`src/logic/hand_link_pkg.sv`:
```
`default_nettype none

package hand_link_pkg;

  // one camera coordinate, 12 bits from the hand tracker
  typedef logic [11:0] coord_t;

  // one hand sample
  // field order matches the frame byte order
  typedef struct packed {
    coord_t x_top;
    coord_t y_top;
    coord_t x_bot;
    coord_t y_bot;
  } hand_pos_t;

  // received byte plus stop-bit status
  typedef struct packed {
    logic [7:0] data;
    logic       err;
  } frame_byte_t;

  // byte slot within a frame, 0 to 8
  typedef logic [3:0] frame_idx_t;

  // 65 MHz / 115200 baud, rounded
  localparam int unsigned clks_per_bit = 564;
  // start edge to start-bit middle
  localparam int unsigned clks_half_bit = 282;

  // frame layout
  // three 0xFF sync bytes, then six payload bytes
  localparam logic [7:0]  sync_byte = 8'hFF;
  localparam int unsigned sync_len  = 3;
  localparam int unsigned data_len  = 6;
  localparam int unsigned frame_len = sync_len + data_len;

endpackage

`default_nettype wire

```
`src/logic/uart_tx.sv`:
```
`default_nettype none

module uart_tx (
  input  wire        clk_65mhz,
  input  wire        sys_rst,
  input  wire  [7:0] tx_byte,
  input  wire        tx_valid,
  output logic       tx_ready,
  output logic       txd
);

  // stop, data lsb first, start in bit 0
  logic [9:0] shift_q;
  // counts cycles inside one bit period
  logic [9:0] clk_cnt;
  // counts bits 0 (start) to 9 (stop)
  logic [3:0] bit_cnt;
  logic       busy;
  logic       accept;
  logic       bit_end;

  assign accept  = tx_valid && tx_ready;
  assign bit_end = (clk_cnt == 10'(hand_link_pkg::clks_per_bit - 1));

  always_ff @(posedge clk_65mhz) begin
    if (sys_rst) begin
      busy     <= 1'b0;
      tx_ready <= 1'b1;
      txd      <= 1'b1;
      clk_cnt  <= '0;
      bit_cnt  <= '0;
    end else begin
      if (accept) begin
        // line drops on the next edge
        busy     <= 1'b1;
        tx_ready <= 1'b0;
        clk_cnt  <= '0;
        bit_cnt  <= '0;
      end else if (busy) begin
        if (bit_end) begin
          clk_cnt <= '0;
          // stop bit done, release the line
          if (bit_cnt == 4'd9) begin
            busy <= 1'b0;
          end else begin
            bit_cnt <= bit_cnt + 4'd1;
          end
        end else begin
          clk_cnt <= clk_cnt + 10'd1;
        end
      end else begin
        // one cycle after the stop bit has fully ended
        tx_ready <= 1'b1;
      end
      // registered line, idle high
      txd <= busy ? shift_q[0] : 1'b1;
    end
  end

  // frame bits, loaded on accept and shifted each bit period
  always_ff @(posedge clk_65mhz) begin
    if (accept) begin
      shift_q <= {1'b1, tx_byte, 1'b0};
    end else if (busy && bit_end) begin
      shift_q <= {1'b1, shift_q[9:1]};
    end
  end

endmodule

`default_nettype wire

```
`src/logic/uart_rx.sv`:
```
`default_nettype none

module uart_rx (
  input  wire                        clk_65mhz,
  input  wire                        sys_rst,
  input  wire                        rxd,
  output hand_link_pkg::frame_byte_t rx_byte,
  output logic                       rx_valid
);

  typedef enum logic [1:0] {
    st_idle,
    st_start,
    st_data,
    st_stop
  } rx_state_t;

  rx_state_t  state;
  // two-flop synchronizer, then one more for edge detect
  logic       rxd_meta;
  logic       rxd_sync;
  logic       rxd_prev;
  logic [9:0] clk_cnt;
  logic [2:0] bit_idx;
  logic [7:0] shift_q;
  logic       half_end;
  logic       bit_end;

  assign half_end = (clk_cnt == 10'(hand_link_pkg::clks_half_bit - 1));
  assign bit_end  = (clk_cnt == 10'(hand_link_pkg::clks_per_bit - 1));

  always_ff @(posedge clk_65mhz) begin
    if (sys_rst) begin
      rxd_meta <= 1'b1;
      rxd_sync <= 1'b1;
      rxd_prev <= 1'b1;
      state    <= st_idle;
      clk_cnt  <= '0;
      bit_idx  <= '0;
      rx_valid <= 1'b0;
    end else begin
      rxd_meta <= rxd;
      rxd_sync <= rxd_meta;
      rxd_prev <= rxd_sync;
      rx_valid <= 1'b0;
      case (state)
        st_idle: begin
          // falling edge on the line
          if (rxd_prev && !rxd_sync) begin
            state   <= st_start;
            clk_cnt <= '0;
          end
        end
        st_start: begin
          if (half_end) begin
            clk_cnt <= '0;
            bit_idx <= '0;
            // high again at mid start means a glitch
            state   <= rxd_sync ? st_idle : st_data;
          end else begin
            clk_cnt <= clk_cnt + 10'd1;
          end
        end
        st_data: begin
          if (bit_end) begin
            clk_cnt <= '0;
            bit_idx <= bit_idx + 3'd1;
            if (bit_idx == 3'd7) begin
              state <= st_stop;
            end
          end else begin
            clk_cnt <= clk_cnt + 10'd1;
          end
        end
        st_stop: begin
          // report at stop-bit middle, error or not
          if (bit_end) begin
            rx_valid <= 1'b1;
            state    <= st_idle;
          end else begin
            clk_cnt <= clk_cnt + 10'd1;
          end
        end
        default: begin
          state <= st_idle;
        end
      endcase
    end
  end

  // data bits arrive lsb first
  always_ff @(posedge clk_65mhz) begin
    if (state == st_data && bit_end) begin
      shift_q <= {rxd_sync, shift_q[7:1]};
    end
    if (state == st_stop && bit_end) begin
      rx_byte.data <= shift_q;
      // low stop bit is a framing error
      rx_byte.err  <= !rxd_sync;
    end
  end

endmodule

`default_nettype wire

```
`src/logic/hand_frame_tx.sv`:
```
`default_nettype none

module hand_frame_tx (
  input  wire                      clk_65mhz,
  input  wire                      sys_rst,
  input  wire hand_link_pkg::hand_pos_t pos,
  input  wire                      pos_valid,
  output logic                     pos_ready,
  output logic [7:0]               tx_byte,
  output logic                     tx_valid,
  input  wire                      tx_ready
);

  // sample held for the whole frame
  hand_link_pkg::hand_pos_t   pos_q;
  // current byte slot
  hand_link_pkg::frame_idx_t  idx;
  // high from accept until the ninth byte is taken
  logic                       active;
  logic                       take_pos;
  logic                       byte_done;
  logic                       last_slot;

  assign pos_ready = !active;
  assign tx_valid  = active;
  assign take_pos  = pos_valid && pos_ready;
  assign byte_done = tx_valid && tx_ready;
  assign last_slot =
    (idx == hand_link_pkg::frame_idx_t'(hand_link_pkg::frame_len - 1));

  always_ff @(posedge clk_65mhz) begin
    if (sys_rst) begin
      active <= 1'b0;
      idx    <= '0;
    end else if (take_pos) begin
      // byte 0 is offered in the next cycle
      active <= 1'b1;
      idx    <= '0;
    end else if (byte_done) begin
      if (last_slot) begin
        // whole frame handed over, ready for the next sample
        active <= 1'b0;
      end else begin
        idx <= idx + 4'd1;
      end
    end
  end

  always_ff @(posedge clk_65mhz) begin
    if (take_pos) begin
      pos_q <= pos;
    end
  end

  // slot to byte mapping
  // low nibble byte goes before the packed byte for each hand point
  always_comb begin
    case (idx)
      4'd3: begin
        tx_byte = pos_q.x_top[11:4];
      end
      4'd4: begin
        tx_byte = pos_q.y_top[7:0];
      end
      4'd5: begin
        tx_byte = {pos_q.x_top[3:0], pos_q.y_top[11:8]};
      end
      4'd6: begin
        tx_byte = pos_q.x_bot[11:4];
      end
      4'd7: begin
        tx_byte = pos_q.y_bot[7:0];
      end
      4'd8: begin
        tx_byte = {pos_q.x_bot[3:0], pos_q.y_bot[11:8]};
      end
      // slots 0 to 2
      default: begin
        tx_byte = hand_link_pkg::sync_byte;
      end
    endcase
  end

endmodule

`default_nettype wire

```
`src/logic/hand_frame_rx.sv`:
```
`default_nettype none

module hand_frame_rx (
  input  wire                            clk_65mhz,
  input  wire                            sys_rst,
  input  wire hand_link_pkg::frame_byte_t rx_byte,
  input  wire                            rx_valid,
  output hand_link_pkg::hand_pos_t       out_pos,
  output logic                           out_valid
);

  // high once the sync run has been seen
  logic                                       locked;
  logic [1:0]                                 sync_cnt;
  hand_link_pkg::frame_idx_t                  data_cnt;
  // first five payload bytes, oldest in the top byte
  logic [8*(hand_link_pkg::data_len-1)-1:0]   pay_q;
  // all six payload bytes once the last arrives
  logic [8*hand_link_pkg::data_len-1:0]       full;
  logic                                       is_sync;
  logic                                       last_byte;

  assign is_sync   = !rx_byte.err && (rx_byte.data == hand_link_pkg::sync_byte);
  assign last_byte =
    (data_cnt == hand_link_pkg::frame_idx_t'(hand_link_pkg::data_len - 1));
  assign full      = {pay_q, rx_byte.data};

  always_ff @(posedge clk_65mhz) begin
    if (sys_rst) begin
      locked    <= 1'b0;
      sync_cnt  <= '0;
      data_cnt  <= '0;
      out_valid <= 1'b0;
    end else begin
      out_valid <= 1'b0;
      if (rx_valid) begin
        if (!locked) begin
          // hunting, count back-to-back clean sync bytes
          if (is_sync) begin
            if (sync_cnt == 2'(hand_link_pkg::sync_len - 1)) begin
              locked   <= 1'b1;
              sync_cnt <= '0;
              data_cnt <= '0;
            end else begin
              sync_cnt <= sync_cnt + 2'd1;
            end
          end else begin
            sync_cnt <= '0;
          end
        end else if (rx_byte.err) begin
          // bad stop bit, drop the frame silently
          locked <= 1'b0;
        end else if (last_byte) begin
          locked    <= 1'b0;
          out_valid <= 1'b1;
        end else begin
          // payload may be 0xFF, taken as data anyway
          data_cnt <= data_cnt + 4'd1;
        end
      end
    end
  end

  always_ff @(posedge clk_65mhz) begin
    if (rx_valid && locked) begin
      pay_q <= {pay_q[$high(pay_q)-8:0], rx_byte.data};
    end
    if (rx_valid && locked && !rx_byte.err && last_byte) begin
      // bytes 0..5 sit at full[47:40] down to full[7:0]
      out_pos.x_top <= {full[47:40], full[31:28]};
      out_pos.y_top <= {full[27:24], full[39:32]};
      out_pos.x_bot <= {full[23:16], full[7:4]};
      out_pos.y_bot <= {full[3:0], full[15:8]};
    end
  end

endmodule

`default_nettype wire

```
`src/logic/hand_link_top.sv`:
```
`default_nettype none

module hand_link_top (
  input  wire                      clk_65mhz,
  input  wire                      sys_rst,
  input  wire hand_link_pkg::hand_pos_t pos,
  input  wire                      pos_valid,
  output logic                     pos_ready,
  output logic                     txd,
  input  wire                      rxd,
  output hand_link_pkg::hand_pos_t out_pos,
  output logic                     out_valid
);

  // framer to serializer
  logic [7:0]                 tx_byte;
  logic                       tx_valid;
  logic                       tx_ready;
  // deserializer to deframer
  hand_link_pkg::frame_byte_t rx_byte;
  logic                       rx_valid;

  // transmit path
  hand_frame_tx frame_tx (
    .clk_65mhz (clk_65mhz),
    .sys_rst   (sys_rst),
    .pos       (pos),
    .pos_valid (pos_valid),
    .pos_ready (pos_ready),
    .tx_byte   (tx_byte),
    .tx_valid  (tx_valid),
    .tx_ready  (tx_ready)
  );

  uart_tx serializer (
    .clk_65mhz (clk_65mhz),
    .sys_rst   (sys_rst),
    .tx_byte   (tx_byte),
    .tx_valid  (tx_valid),
    .tx_ready  (tx_ready),
    .txd       (txd)
  );

  // receive path, rxd kept separate from txd
  uart_rx deserializer (
    .clk_65mhz (clk_65mhz),
    .sys_rst   (sys_rst),
    .rxd       (rxd),
    .rx_byte   (rx_byte),
    .rx_valid  (rx_valid)
  );

  hand_frame_rx frame_rx (
    .clk_65mhz (clk_65mhz),
    .sys_rst   (sys_rst),
    .rx_byte   (rx_byte),
    .rx_valid  (rx_valid),
    .out_pos   (out_pos),
    .out_valid (out_valid)
  );

endmodule

`default_nettype wire

```
`config.mk`:
```
export PLATFORM = sky130hd
export DESIGN_NAME = hand_link_top
export DESIGN_NICKNAME = d
export VERILOG_FILES = /design/src/logic/hand_link_pkg.sv /design/src/logic/uart_tx.sv /design/src/logic/uart_rx.sv /design/src/logic/hand_frame_tx.sv /design/src/logic/hand_frame_rx.sv /design/src/logic/hand_link_top.sv
export SDC_FILE = /design/constraint.sdc
export NUM_CORES = 1
export LEC_CHECK = 0
export ABC_AREA = 1
export ABC_CLOCK_PERIOD_IN_PS = 5700
export BUFFER_PORTS_ARGS = -buffer_cell sky130_fd_sc_hd__buf_2
export CORE_ASPECT_RATIO = 2
export CORE_MARGIN = 2
export CORE_UTILIZATION = 51
export DETAILED_ROUTE_END_ITERATION = 12
export GPL_TIMING_DRIVEN = 0
export PLACE_DENSITY = 0.72
export SLEW_MARGIN = 10
export SYNTH_ARGS = -nofsm -noshare
export SYNTH_HDL_FRONTEND = slang
export SYNTH_SLANG_ARGS = --single-unit
```
`constraint.sdc`:
```
create_clock -name clk_65mhz -period 5.7 [get_ports clk_65mhz]
set_clock_uncertainty 0.15 [all_clocks]
set_input_delay 0.855 -clock clk_65mhz [delete_from_list [all_inputs] [get_ports clk_65mhz]]
set_output_delay 0.855 -clock clk_65mhz [all_outputs]
set_load 0.01 [all_outputs]
```
==> impl_metrics.ini, run 1 <==
[outcome]
outcome = completed

[die]
start_util_pct = 51.8
row_count = 65
die-height_um = 183
die_width_um = 93.3
num_io_pins = 103
core-area_um2 = 15700
dieArea_um2 = 17000

[power_and_ir_drop]
leakage_uw = 0.00359
power_density_nw_per_um2 = 343
p_total_uw = 3280
irDropWorstVdd_uv = 263

[sta]
fmax_mhz = 378
rsz0062_at_grt = false
final-hold-violation-count = 0
fin_hold_ws_ns = 0.264
fin_crit_ns = 2.64
tightest_slew_ns = 0.837
slew_headroom_pct = 44.1
tns_ns = 0
setup_viol = 0
fin_crit_sh_pct = 46.4
maxSlewViolCount = 0

[clock_tree]
cts_tree = yes
cts_max_path_buffers = 3
cts_sinks = 211
clock-root-buffer = clkbuf_16
postCtsSetupRepairBufs = 0
hold_buffers = 0
ctsResizeCount = 0
path_clk_slew_ns = 0.07
htree_levels = 1
clkLatencyLatePin_ns = 0.48
cts_buffers = 18

[yosys]
muxShareOfSynthArea_pct = 0
synthXorXnorAreaFrac_pct = 0.754
syn_nets = 719
synth_top_family_by_area = simple AND/OR/NAND/NOR gates
synth.distinct_cells = 40
synth_compound_area_share_pct = 4.26
yosysWarningCount = 0
syn_avg_cell_area_um2 = 12.5
synthAdderAreaFrac_pct = 2.62
ys_seq_area_share_pct = 71.8
syn-cell-area_um2 = 8130
ys_seq_elements = 211
synth_simple_gate_area_share_pct = 16.7
syn_inst = 650

[place]
portBuffers = 101
dpl.hpwl_um = 10500
globalplace.congestion = 0.845
dp_cells = 954

[final_layout]
fin_cells = 986
syn_to_final_growth_pct = 17.8
diodes = 0
nets = 842
drive_above_1_share_pct = 24.2
layout_common_cells = edfxtp_1, nand2_1, buf_2
final_common_cell = edfxtp_1

[global_routing]
grt_overflow = 0
antenna_found_initial = 0
grt_max_degree = 42
grt_pass1_vias = 5190
grt_first_pass_wirelength_um = 24300
grt_usage_pct = 18.0

[critical_path]
crit_path_end_kind = register
worst_setup_path_start_kind = register
cp_data_arrival_time_ns = 2.67
reg2reg_to = frame_rx.out_pos[12]
crit_type = register to register
regToRegSetupSlack_ns = 3.06
path_max_fanout = 41
reg2reg_from = frame_rx.locked
crit_required_ns = 5.73
r2r_cells = 6

[worst_hold_path]
hp-start = deserializer.shift_q[0]
min_path_cells = 0
holdCritPathClass = register to register
whs_endpoint = deserializer.rx_byte[1]

[drt]
drt_iter0_drc = 236
wl_per_cell_um = 15.0
ant_nets = 0
viasPerCell = 5.14
routed_wl_um = 14800
drcViolationCount = 0
vias = 5064
firstDrtPassIters = 4

[job]
max_cap_viol_count = 0
final cells by class:
cell class,count,area (um2)
fillers,1192,6120
clock buffers,23,500
repair buffers,103,546
well taps,201,251
flip-flops and latches,211,5840
inverters,60,231
clock inverters,9,133
plain buffers,13,87.6
multi-input cells,366,1990
metrics by stage:
step | utilization [%] | cell area, um2 | setup WS (ns)
finish | 61.0 | 9580 | 3.06
floorplan | - | 8130 | 1.58
global route | 61.0 | 9580 | 2.78
detailed placement | 57.0 | 8940 | 3.00
global placement | 56.6 | 8890 | 0.465
CTS | 61.0 | 9580 | 2.97
worst max-delay path, stage by stage (launching register included):
cell and delay, ns:
dfxtp_1 0.30, buf_2 0.17, nand2_1 0.08, inv_2 0.61
nand2_1 0.24, nor2_4 0.50, buf_12 0.28
synth_stat cells, drive strengths merged:
master	n	share of area, %
a21oi	33	2.1
a31o	1	0.11
a31oi	8	0.62
buf	9	0.89
clkbuf	4	0.18
clkinv	3	0.15
dfxtp	50	12
edfxtp	161	59
ha	17	2.6
inv	57	2.7
nand2	131	6.9
nand3	62	4.2
nand3b	6	0.55
nand4	7	0.54
nor2	63	3.6
nor3	4	0.25
nor3b	3	0.28
nor4	2	0.15
o2111ai	1	0.18
o21a	1	0.092
o21ai	16	0.98
o21bai	1	0.092
o311ai	1	0.11
or2	2	0.15
xnor2	3	0.32
xor2	4	0.43
power breakdown:
group	internal, uW	switching [uW]
combinational	102	173
sequential	1690	25.4
clock	766	527
total	2550	725
how the worst max path moves through the flow:
| stage | startpoint | endpoint | slack [ns] | cells past startpoint |
|---|---|---|---|---|
| after detailed placement | frame_rx.locked | frame_rx.out_pos[28] | 3.00 | 6 |
| after CTS | frame_rx.locked | frame_rx.out_pos[43] | 2.97 | 6 |
| after global routing | frame_rx.locked | frame_rx.out_pos[34] | 2.78 | 6 |
| final | frame_rx.locked | frame_rx.out_pos[12] | 3.06 | 6 |
| after global placement | frame_rx.locked | frame_rx.out_pos[36] | 0.46 | 5 |
| after floorplan | frame_rx.locked | frame_rx.out_pos[0] | 1.58 | 5 |
flip-flops by register name (all words and copies together) (netlist names), named ones only:
name                   flops
deserializer.rxd_sync      1
frame_rx.locked            1
deserializer.rx_byte       9
frame_rx.data_cnt          4
frame_rx.sync_cnt          2
frame_rx.pay_q            40
frame_tx.pos_q            48
serializer.shift_q         9
deserializer.rx_valid      1
serializer.txd             1
deserializer.clk_cnt      10
serializer.busy            1
deserializer.rxd_meta      1
deserializer.shift_q       8
deserializer.rxd_prev      1
frame_tx.tx_valid          1
serializer.tx_ready        1
frame_rx.out_pos          48
frame_tx.idx               4
frame_rx.out_valid         1
serializer.clk_cnt        10
deserializer.bit_idx       3
deserializer.state         1
serializer.bit_cnt         4
metal layers:
metal  up-vias  GRT usage, %  wire (um)
met5         -             0          0
met4         0          8.65        461
met3        30          2.15        462
met2       139          34.8       8660
met1      2406          18.3       5200
li1       2489             -          -
cell families after synthesis:
group,after synthesis
AO/OA/AOI/OAI,62
XOR/XNOR,7
adder cells (fa/ha/maj),17
buffers and inverters,73
flip-flops,211
AND/OR/NAND/NOR,280
No activity file was read; power rests on OpenSTA's default activity.
==> inputs of run 2 (changes only) <==
--- a/config.mk
+++ b/config.mk
@@ -5,8 +5,8 @@
 export SDC_FILE = /design/constraint.sdc
 export NUM_CORES = 1
 export LEC_CHECK = 0
-export ABC_AREA = 1
-export ABC_CLOCK_PERIOD_IN_PS = 5700
+export ABC_AREA = 0
+export ABC_CLOCK_PERIOD_IN_PS = 2600
 export BUFFER_PORTS_ARGS = -buffer_cell sky130_fd_sc_hd__buf_2
 export CORE_ASPECT_RATIO = 2
 export CORE_MARGIN = 2
==> constraint.sdc (replaced) <==
create_clock -name clk_65mhz -period 2.6 [get_ports clk_65mhz]
set_clock_uncertainty 0.15 [all_clocks]
set_input_delay 0.39 -clock clk_65mhz [delete_from_list [all_inputs] [get_ports clk_65mhz]]
set_output_delay 0.39 -clock clk_65mhz [all_outputs]
set_load 0.01 [all_outputs]
==> run 2 against run 1 <==
  * Flip-flop and latch count is the same
  * Largest cell class unchanged
  * Largest power group unchanged
  * Worst setup slack got worse by 2.9 ns
  * Critical endpoint is now deserializer.clk_cnt[1]
  * Critical path depth unchanged
  * Register-to-register slack got worse by 2.9 ns
  * Fmax up 8.8%
==> impl_metrics.ini, run 2 <==
[drt]
ant_nets = 0
viasPerCell = 5.39
vias = 4976
drt_iter0_drc = 296
drcViolationCount = 0
wl_per_cell_um = 16.5
firstDrtPassIters = 5
routed_wl_um = 15200

[yosys]
synth_area_leaders = edfxtp_1, dfxtp_1, ha_1
syn_nets = 609
syn_avg_cell_area_um2 = 14.6
synth_most_common_cell = edfxtp_1
syn_inst = 540
ys_seq_area_share_pct = 73.8
synth-async-reset-ratio_pct = 0
synth-main-ff-cell = edfxtp_1
synth_simple_gate_area_share_pct = 11.4
synth_largest_area_cell = edfxtp_1
synth_top_area_share_pct = 61.2
synth.distinct_cells = 57
yosysWarningCount = 0
syn-cell-area_um2 = 7910
ys_seq_elements = 211
ys_top_cells_by_count = edfxtp_1, nor2_1, dfxtp_1, nand2_1, inv_1
synthAdderAreaFrac_pct = 2.69
muxShareOfSynthArea_pct = 1.03
synth_top_family_by_area = simple AND/OR/NAND/NOR gates
synth-edff-count = 161
synthXorXnorAreaFrac_pct = 1.77
synth_compound_area_share_pct = 7.30

[clock_tree]
cts_max_path_buffers = 3
postCtsSetupRepairBufs = 0
cts_tree = yes
cts_sinks = 211
htree_levels = 1
path_clk_slew_ns = 0.07
clock-root-buffer = clkbuf_16
cts_buffers = 18
clkLatencyLatePin_ns = 0.48

[critical_path]
path_cells = ha_1, and3_1, nand4_1, inv_1, or4b_2, a21oi_1
worst_setup_path_start_kind = register
critPathTopFamily = simple AND/OR/NAND/NOR gates
cpPeakStageDelay_ns = 0.66
crit_path_end_kind = register
crit_slowest_cell = or4b_2
crit_buf_inv = 1
cp_data_arrival_time_ns = 2.68
path_max_fanout = 10
crit_required_ns = 2.85
crit_type = register to register
regToRegSetupSlack_ns = 0.17

[final_layout]
syn_to_final_growth_pct = 24.0
diodes = 0
drive_above_1_share_pct = 22.3
largest_registers = frame_rx.out_pos: 48 flops, frame_tx.pos_q: 48 flops, frame_rx.pay_q: 40 flops
nets = 782
final_common_cell = edfxtp_1
layout_common_cells = edfxtp_1, buf_2, nor2_1, dfxtp_1, dlygate4sd3_1

[die]
start_util_pct = 52.0
row_count = 64
num_io_pins = 103
die_width_um = 92.0
core-area_um2 = 15200
dieArea_um2 = 16600
die-height_um = 180

[global_routing]
grt_usage_pct = 18.6
grt_pass1_vias = 5273
grt_first_pass_wirelength_um = 24900
grt_max_degree = 41
grt_overflow = 0
antenna_found_initial = 0

[sta]
rsz0062_at_grt = false
final-hold-violation-count = 0
tns_ns = 0
fin_hold_ws_ns = 0.0536
slew_headroom_pct = 46.3
fin_crit_sh_pct = 93.5
setup_viol = 0
fin_crit_ns = 2.43
tightest_slew_ns = 0.804
fmax_mhz = 412
maxSlewViolCount = 0

[place]
dpl.hpwl_um = 9900
portBuffers = 102
globalplace.congestion = 0.824

[power_and_ir_drop]
irDropWorstVdd_uv = 604
power_density_nw_per_um2 = 669
leakage_uw = 0.00352

[job]
max_cap_viol_count = 0

[outcome]
outcome = completed

[worst_hold_path]
holdCritPathClass = primary input to register
-- run 2: path summary, 6_finish.rpt --
check                          start                      end  cells after the start
max          deserializer.clk_cnt[0]  deserializer.clk_cnt[1]                      6
min                        pos_valid        frame_tx.tx_valid                      3
max reg2reg  deserializer.clk_cnt[0]  deserializer.clk_cnt[1]                      6
min reg2reg    deserializer.rxd_meta    deserializer.rxd_sync                      1
-- run 2: logic make-up (layout without fill, tap and decap cells) --
kind of cell    after synthesis  after routing
compound gates               79             79
fa+ha+maj                    17             17
xor+xnor                     16             16
mux                           8              8
buf+inv                      40            225
simple gates                169            169
flops                       211            211
-- run 2: per-layer routing --
metal  GRT usage [%]  wire, um  vias up  share of wire (%)
met2            35.5      8540      171                 56
li1                -         -     2361                  -
met4            9.61       701        0                4.6
met3            2.89       716       50                4.7
met1            18.9      5230     2394                 34
met5               0         0        -                  0
-- run 2: power by group --
group          internal (uW)  total [uW]  switching, uW
clock                   1380        2510           1130
combinational            158         343            185
sequential              3670        3700           31.7
-- run 2: through the flow --
stage,instances,power (uW),util (%),cell area [um2],setup WS [ns]
after CTS,924,6590,64.3,9790,0.0492
after floorplan,540,3940,-,7920,0.199
final,923,6560,64.4,9800,0.170
after detailed placement,843,4050,57.5,8740,0.0750
after global routing,923,6770,64.4,9800,0.00710
after global placement,840,4030,57.0,8680,-0.225
-- run 2: area by class of cell --
cell class	instances	area [um2]
Sequential cell	211	5840
Fill cell	1110	5420
Multi-Input combinational cell	289	1940
Timing Repair Buffer	154	1060
Clock buffer	24	504
Tap cell	198	248
Buffer	19	81.3
Inverter	20	75.1
Clock inverter	8	47.5
-- run 2: timing repair --
item                       in CTS  in global routing
hold endpoints to repair       49                  0
resized for setup               0                  5
hold buffers                   49                  0
setup endpoints to repair       0                  8
-- run 2: worst register-to-register path, stage by stage, from the launching register on --
cell and delay, ns:
dfxtp_1 0.38, ha_1 0.28, and3_1 0.25, nand4_1 0.23
inv_1 0.26, or4b_2 0.66, a21oi_1 0.16
==> inputs of run 3 (changes only) <==
--- a/config.mk
+++ b/config.mk
@@ -7,7 +7,7 @@
 export LEC_CHECK = 0
 export ABC_AREA = 0
 export ABC_CLOCK_PERIOD_IN_PS = 2600
-export BUFFER_PORTS_ARGS = -buffer_cell sky130_fd_sc_hd__buf_2
+export BUFFER_PORTS_ARGS = -buffer_cell sky130_fd_sc_hd__buf_4
 export CORE_ASPECT_RATIO = 2
 export CORE_MARGIN = 2
 export CORE_UTILIZATION = 51
==> run 3 against run 2 <==
  * First-iteration DRC count decreased by 10%
  * Non-clock buffer count decreased by 1
  * Highest routed layer unchanged
  * Worst setup slack got worse by 0.075 ns
  * Register-to-register slack got worse by 0.08 ns
  * Critical path depth increased by 2
  * Fmax decreased by 3.0%
  * Via count increased by 1.6%
==> impl_metrics.ini, run 3 (synthesis results as in run 2) <==
[final_layout]
drive_above_1_share_pct = 22.7
diodes = 0
final_common_cell = edfxtp_1
fin_cells = 922
multi_input_area_um2 = 1940
syn_to_final_growth_pct = 28.6
fillers = 1059
layout_common_cells = edfxtp_1, buf_4, nor2_1
largest_registers = frame_rx.out_pos: 48 flops, frame_tx.pos_q: 48 flops, frame_rx.pay_q: 40 flops
regArea_um2 = 5840
nets = 781

[power_and_ir_drop]
power_density_nw_per_um2 = 691
irDropWorstVdd_uv = 777
leakage_uw = 0.00366

[clock_tree]
htree_levels = 1
clkLatencyLatePin_ns = 0.48
cts_sinks = 211
cts_tree = yes
cts_max_path_buffers = 3
path_clk_slew_ns = 0.07
cts_buffers = 18
postCtsSetupRepairBufs = 0
clock-root-buffer = clkbuf_16

[critical_path]
crit_buf_inv = 2
r2r_cells = 8
regToRegSetupSlack_ns = 0.09
reg2reg_from = frame_tx.idx[1]
crit_type = register to register
path_max_fanout = 9
cp_data_arrival_time_ns = 2.59
worst_setup_path_start_kind = register
critPathTopFamily = compound AO/OA/AOI/OAI gates
crit_slowest_cell = clkbuf_1
crit_path_end_kind = register
crit_required_ns = 2.68
reg2reg_to = serializer.shift_q[8]
path_cells = inv_1, ha_1, clkbuf_1, o32a_1, o2bb2ai_2, a211oi_1, o21ai_0, and2_1
cpPeakStageDelay_ns = 0.40

[global_routing]
grt_overflow = 0
grt_max_degree = 41
grt_usage_pct = 19.4
grt_first_pass_wirelength_um = 25700
grt_pass1_vias = 5416
antenna_found_initial = 0

[drt]
wl_per_cell_um = 17.1
drt_iter0_drc = 266
vias = 5054
ant_nets = 0
routed_wl_um = 15800
viasPerCell = 5.48
firstDrtPassIters = 5
drcViolationCount = 0

[place]
portBuffers = 102
dp_cells = 843
globalplace.congestion = 0.856
dpl.hpwl_um = 10200

[sta]
tns_ns = 0
fmax_mhz = 399
tightest_slew_ns = 0.849
fin_crit_sh_pct = 96.4
maxSlewViolCount = 0
fin_crit_ns = 2.51
fin_hold_ws_ns = 0.0590
slew_headroom_pct = 43.2
setup_viol = 0
final-hold-violation-count = 0

[worst_hold_path]
holdCritPathClass = primary input to register
hp-start = pos_valid
whs_endpoint = frame_tx.tx_valid
min_path_cells = 3

[die]
num_io_pins = 103
start_util_pct = 52.0
core-area_um2 = 15200
die-height_um = 180
die_width_um = 92.0
dieArea_um2 = 16600
row_count = 64

[job]
max_cap_viol_count = 0

[outcome]
outcome = completed
run 3: through the flow:
| stage | utilization, % | setup slack, ns | total power (uW) | instance area [um2] |
|---|---|---|---|---|
| 6_report | 66.8 | 0.0947 | 7020 | 10200 |
| 5_1_grt | 66.8 | -0.00305 | 7220 | 10200 |
| 4_1_cts | 66.8 | 0.126 | 7050 | 10200 |
| 3_5_place_dp | 59.2 | 0.154 | 4070 | 9010 |
| 3_3_place_gp | 58.7 | -0.208 | 4050 | 8930 |
| 2_1_floorplan | - | 0.199 | 3940 | 7920 |
run 3: how the worst max path moves through the flow:
stage,slack [ns],cells after the start,to,startpoint
finish,0.09,8,serializer.shift_q[8],frame_tx.idx[1]
global route,-0.003,8,serializer.shift_q[8],frame_tx.idx[1]
CTS,0.13,8,serializer.shift_q[6],frame_tx.idx[1]
detailed placement,0.15,7,serializer.shift_q[1],frame_tx.idx[0]
global placement,-0.21,3,frame_rx.out_pos[9],frame_rx.data_cnt[0]
floorplan,0.20,3,frame_rx.out_pos[0],frame_rx.data_cnt[0]
run 3: repair_timing:
action / 4_1_cts / 5_1_grt
gates resized for setup: 0 / 3
endpoints found under the setup margin: 0 / 8
endpoints found under the hold margin: 49 / 0
hold buffers: 49 / 0
run 3: routing by layer:
metal	vias up	share of wire, %	track usage, %
met4	0	4.8	10.6
met3	65	4.4	2.34
met2	207	57	37.1
met5	-	0	0
met1	2426	34	19.7
li1	2356	-	-
run 3: final cells by class:
cell class | instances | area share [%]
plain buffers | 18 | 0.763
clock inverters | 11 | 1.64
multi-input cells | 289 | 19.1
inverters | 20 | 0.739
clock buffers | 21 | 4.85
well taps | 198 | 2.44
flip-flops and latches | 211 | 57.4
repair buffers | 154 | 13.1
run 3: worst reg2reg max path, stage by stage (launching register included):
cell	delay [ns]
dfxtp_1	0.36
inv_1	0.10
ha_1	0.14
clkbuf_1	0.40
o32a_1	0.27
o2bb2ai_2	0.14
a211oi_1	0.31
o21ai_0	0.19
and2_1	0.21
run 3: power breakdown:
group | switching, uW | internal (uW)
logic | 190 | 180
clock network | 1180 | 1770
registers | 30.7 | 3670
total | 1400 | 5620
